$ cat config.mk
export PLATFORM = sky130hd
export DESIGN_NAME = alu_regs
export DESIGN_NICKNAME = d
export VERILOG_FILES = /design/src/alu_pkg.sv /design/src/alu_regs.sv
export SDC_FILE = /design/constraint.sdc
export NUM_CORES = 1
export LEC_CHECK = 0
export BUFFER_PORTS_ARGS = -buffer_cell sky130_fd_sc_hd__buf_4
export CORE_ASPECT_RATIO = 1.4
export CORE_MARGIN = 10
export CORE_UTILIZATION = 35
export DETAILED_ROUTE_END_ITERATION = 10
export PLACE_DENSITY = 0.62
export SLEW_MARGIN = 20
export SYNTH_ARGS = -nofsm -noshare
export SYNTH_HDL_FRONTEND = slang
export SYNTH_SLANG_ARGS = --single-unit
$ cat constraint.sdc
create_clock -name clk -period 3.7 [get_ports clk]
set_clock_uncertainty 0.1 [all_clocks]
set_input_delay 0.555 -clock clk [delete_from_list [all_inputs] [get_ports clk]]
set_output_delay 0.555 -clock clk [all_outputs]
set_load 0.03 [all_outputs]
$ cat src/alu_pkg.sv
`default_nettype none

package alu_pkg;

    // command codes whose bits map onto AluCtrlInternal below
    typedef enum logic [4:0] {
        ADD  = 5'b00000, // also left shift when a == b
        SUB  = 5'b11000, // carry set means no borrow
        XOR  = 5'b00100,
        XNOR = 5'b01100, // also not when a == 0
        COMP = 5'b01000, // a - b - 1 with carry set when a > b
        AND  = 5'b00101,
        OR   = 5'b00110
    } AluCmd;

    typedef struct packed {
        logic       carry_in;      // carry into bit 0
        logic       b_inv;         // use ~b
        logic       carry_disable; // logic ops ignore the carry chain
        logic [1:0] cmd;           // cell mux select with 0 xor, 1 and, 2 or
    } AluCtrlInternal;

    // one command word seen as a code or as cell controls
    typedef union packed {
        AluCmd          cmd;
        AluCtrlInternal ctrl;
    } AluCtrl;

    typedef enum logic [1:0] {
        REG_A      = 2'd0,
        REG_B      = 2'd1,
        REG_CMD    = 2'd2,
        REG_STATUS = 2'd3  // read only
    } reg_addr_e;

    // true for the seven legal command codes
    function automatic logic is_cmd(logic [4:0] code);
        logic ok;
        case (code)
            ADD, SUB, XOR, XNOR, COMP, AND, OR: ok = 1'b1;
            default:                            ok = 1'b0;
        endcase
        return ok;
    endfunction

endpackage

`default_nettype wire

$ cat src/alu_regs.sv
`default_nettype none

module alu_regs #(
    parameter int SLICES = 4
) (
    input  wire logic                clk,
    input  wire logic                rst,
    input  wire logic                wr,
    input  wire alu_pkg::reg_addr_e  addr,
    input  wire logic [4*SLICES-1:0] wdata,
    input  wire logic                start,
    output logic [4*SLICES+1:0]      rdata,
    output logic                     done,
    output logic [4*SLICES-1:0]      op_a,
    output logic [4*SLICES-1:0]      op_b,
    output alu_pkg::AluCtrl          ctrl,
    input  wire logic [4*SLICES-1:0] res,
    input  wire logic                carry_out,
    input  wire logic                zero
);

    import alu_pkg::*;

    localparam int WIDTH = 4 * SLICES;

    logic [WIDTH-1:0] res_q;
    logic             carry_q;
    logic             zero_q;
    logic             cmd_ok;

    assign cmd_ok = is_cmd(wdata[4:0]);

    // host writes
    always_ff @(posedge clk) begin
        if (rst) begin
            op_a <= '0;
            op_b <= '0;
            ctrl <= '0;  // ADD
        end else if (wr) begin
            case (addr)
                REG_A:   op_a <= wdata;
                REG_B:   op_b <= wdata;
                REG_CMD: begin
                    if (cmd_ok) begin
                        ctrl <= wdata[4:0];
                    end
                end
                default: ;  // status is read only
            endcase
        end
    end

    // capture on start while the chain still sees the pre-write operands
    always_ff @(posedge clk) begin
        if (rst) begin
            res_q   <= '0;
            carry_q <= 1'b0;
            zero_q  <= 1'b0;
            done    <= 1'b0;
        end else begin
            done <= start;  // one cycle pulse per start
            if (start) begin
                res_q   <= res;
                carry_q <= carry_out;
                zero_q  <= zero;
            end
        end
    end

    always_comb begin
        case (addr)
            REG_A:   rdata = {2'b00, op_a};
            REG_B:   rdata = {2'b00, op_b};
            REG_CMD: rdata = {{(WIDTH - 3){1'b0}}, ctrl};
            default: rdata = {res_q, carry_q, zero_q};
        endcase
    end

    // every done belongs to the start one cycle before it
    a_done_follows_start: assert property (
        @(posedge clk) disable iff (rst)
        done |-> $past(start)
    ) else $error("alu_regs: done without start");

    a_status_read_only: assert property (
        @(posedge clk) disable iff (rst)
        (wr && addr == REG_STATUS) |=> ($stable(op_a) && $stable(op_b) && $stable(ctrl))
    ) else $error("alu_regs: write to status changed a register");

endmodule

`default_nettype wire

==> flow_summary.toml <==
[run_status]
outcome = "finished clean"

[sta]
max_freq_ghz = 0.4180
slew_headroom_pct = 49.35
finalHoldViolations = 0
finalSetupTns_ns = 0
fin_crit_sh_pct = 64.66
worst_pin_slew_ns = 0.7590
period_minus_slack_ns = 2.392
drv_slew = 0
setup_viol = 0
grt_setup_unrepaired = "false"

[worst_setup_path]
timing.rr.start = "ctrl[2]$_SDFFE_PP0P_"
cp-end-kind = "output port"
crit_start = "addr[0]"
slowest_delay_ns = 0.44
crit_path_end = "rdata[5]"
startpoint_type = "primary input"
r2r_end = "ctrl[2]$_SDFFE_PP0P_"
cp_slowest_cell = "and2_1"
cp.required_ns = 3.04
path_class = "in2out"
r2r_slack_ns = 2.83
cp_cell_sequence = "buf_4, and2_1, nand2_1, o21ai_0, buf_4"
crit_fanout = 23
worst_path_most_repeated_cell = "buf_4"
r2r_cells = 2
worstPathArrival_ns = 1.74

[drt]
wl_per_cell_um = 16.81
final_antenna_net_count = 0
drt_iter0_markers = 102
drt-total-wl_um = 7596
vias = 2152
drc = 0
avgViaCountPerCell = 4.761
dr.pass1.iters = 4

[final_layout]
instances_no_fill = 452
fillers = 689
layout-drive-gt1-share_pct = 31.11
fin_nets = 399
multiInputGateArea_um2 = 1212
seqCellArea_um2 = 1121
final_common_cell = "buf_4"
n_antenna_cell = 0
area_growth_pct = 35.70
final_cell_mix = "buf_4 (96), nand2_1 (77), dfxtp_1 (56)"

[clock_network]
cts_buffers = 5
post-cts-setup-buffer-count = 0
hold_buffers = 0
cts-htree-levels = 2
cts.sinks = 56
clk_pin_slew_ns = 0.09
root_buffer = "clkbuf_8"
cts-resized-gates = 0
clk_path_buf_depth = 2
worstSkewPairLatency_ns = 0.30
cts_tree = "yes"

[floorplanning]
die_y_um = 118.3
core-area_um2 = 6656
ios = 96
num_rows = 35
die_area_um2 = 10670
initial_core_util_pct = 36.28
die_width_um = 90.20

[power_and_ir_drop]
leakagePower_nw = 1.430
p_total_mw = 1.247
ir_drop_v = 0.0001680
power_density_nw_per_um2 = 380.6

[placement]
place_hpwl_um = 5603
gp_congestion = 0.7463
dp_cells = 444
io_buffer_count = 95

[logic_synthesis]
ys_types = 21
synth_warnings = 0
syn_area_um2 = 2415
synth-seq-cells = 56
syn_area_per_cell_um2 = 8.781
syn_nets = 315
synth_cells = 275
yosysTopAreaCell = "dfxtp_1"
synth-seq-area-share_pct = 46.42
synth_top_area_share_pct = 46.42
synth_area_leaders = "dfxtp_1 (46%), mux2i_1 (14%), nand2_1 (12%)"

[global_routing]
grt_usage_pct = 13.73
antenna_found_initial = 0
grt_max_degree = 62
grt_pass1_vias = 2184
grt_overflow = 0
grt_pass1_wl_um = 11940

[run]
drv_cap = 0

[worst_hold_path]
hold_path_class = "in2reg"
==> state kept, by name, indices dropped and copies added, names as in the netlist <==
register,flops
carry_q,1
op_a,16
res_q,16
ctrl,5
zero_q,1
done,1
op_b,16
==> synthesized netlist by cell type <==
cell type and instances:
a211o_1 1, a21oi_1 32, a221oi_4 1, and2_1 1, and3_1 2, buf_2 7, buf_4 2, clkbuf_1 10
dfxtp_1 56, mux2i_1 34, mux4_2 5, nand2_1 77, nand2b_1 3, nand3b_1 1, nor2_1 20, nor2b_1 1
nor3b_2 1, o21ai_0 11, or2_2 1, or2b_1 8, or3b_2 1
==> power breakdown <==
part | total (mW) | switching [mW] | internal [mW]
logic | 0.206 | 0.119 | 0.0875
clock network | 0.397 | 0.196 | 0.201
registers | 0.644 | 0.0172 | 0.627
total | 1.25 | 0.332 | 0.915
==> kinds of logic (layout without fill, tap and decap cells) <==
kind of cell           count (synthesis)  in the layout  synth area share (%)
and+or+nand+nor                      116            116                 20.83
buffers and inverters                 19            104                 3.627
muxes                                 39             39                 18.76
AOI/OAI and AO/OA                     45             45                 10.36
DFF                                   56             56                 46.43
==> routing by layer <==
layer  up-vias  wire length, um  track usage, %
met1       987             3207           15.57
met2        76             3814           24.14
met4         0               76           3.293
li1       1082                -               -
met5         -                0               0
met3         7              499           4.560
==> layout make-up <==
type                    count  area share (%)
clock buffers               6           2.215
clock inverters             2           1.069
multi-input cells         200           37.00
flip-flops and latches     56           34.21
well taps                  92           3.513
repair buffers             96           21.99
==> metrics by stage <==
| stage | instance area [um^2] | setup slack, ns | hold slack, ns | util, % |
|---|---|---|---|---|
| after CTS | 3271 | 1.330 | 0.3699 | 49.14 |
| after floorplan | 2415 | 1.237 | 0.3516 | - |
| final | 3277 | 1.308 | 0.3748 | 49.23 |
| after global placement | 3163 | 1.357 | 0.3578 | 47.52 |
| after global routing | 3277 | 1.189 | 0.3748 | 49.23 |
| after detailed placement | 3163 | 1.333 | 0.3648 | 47.52 |
==> worst max-delay path: cells and delay by family <==
family | cells | cell delay [ns]
and+or+nand+nor | 2 | 0.56
buffers and inverters | 2 | 0.51
AOI/OAI and AO/OA | 1 | 0.10
==> worst min-delay path by stage <==
stage	start	end	cells after the start	slack [ns]
floorplan	res_q[14]$_SDFFE_PP0P_	res_q[14]$_SDFFE_PP0P_	2	0.35
global placement	op_b[14]$_SDFFE_PP0P_	op_b[14]$_SDFFE_PP0P_	2	0.36
detailed placement	op_b[14]$_SDFFE_PP0P_	op_b[14]$_SDFFE_PP0P_	2	0.36
CTS	res[13]	res_q[13]$_SDFFE_PP0P_	3	0.37
global route	wdata[15]	op_b[15]$_SDFFE_PP0P_	3	0.37
finish	res[13]	res_q[13]$_SDFFE_PP0P_	3	0.37
No activity file was read; power rests on OpenSTA's default activity.
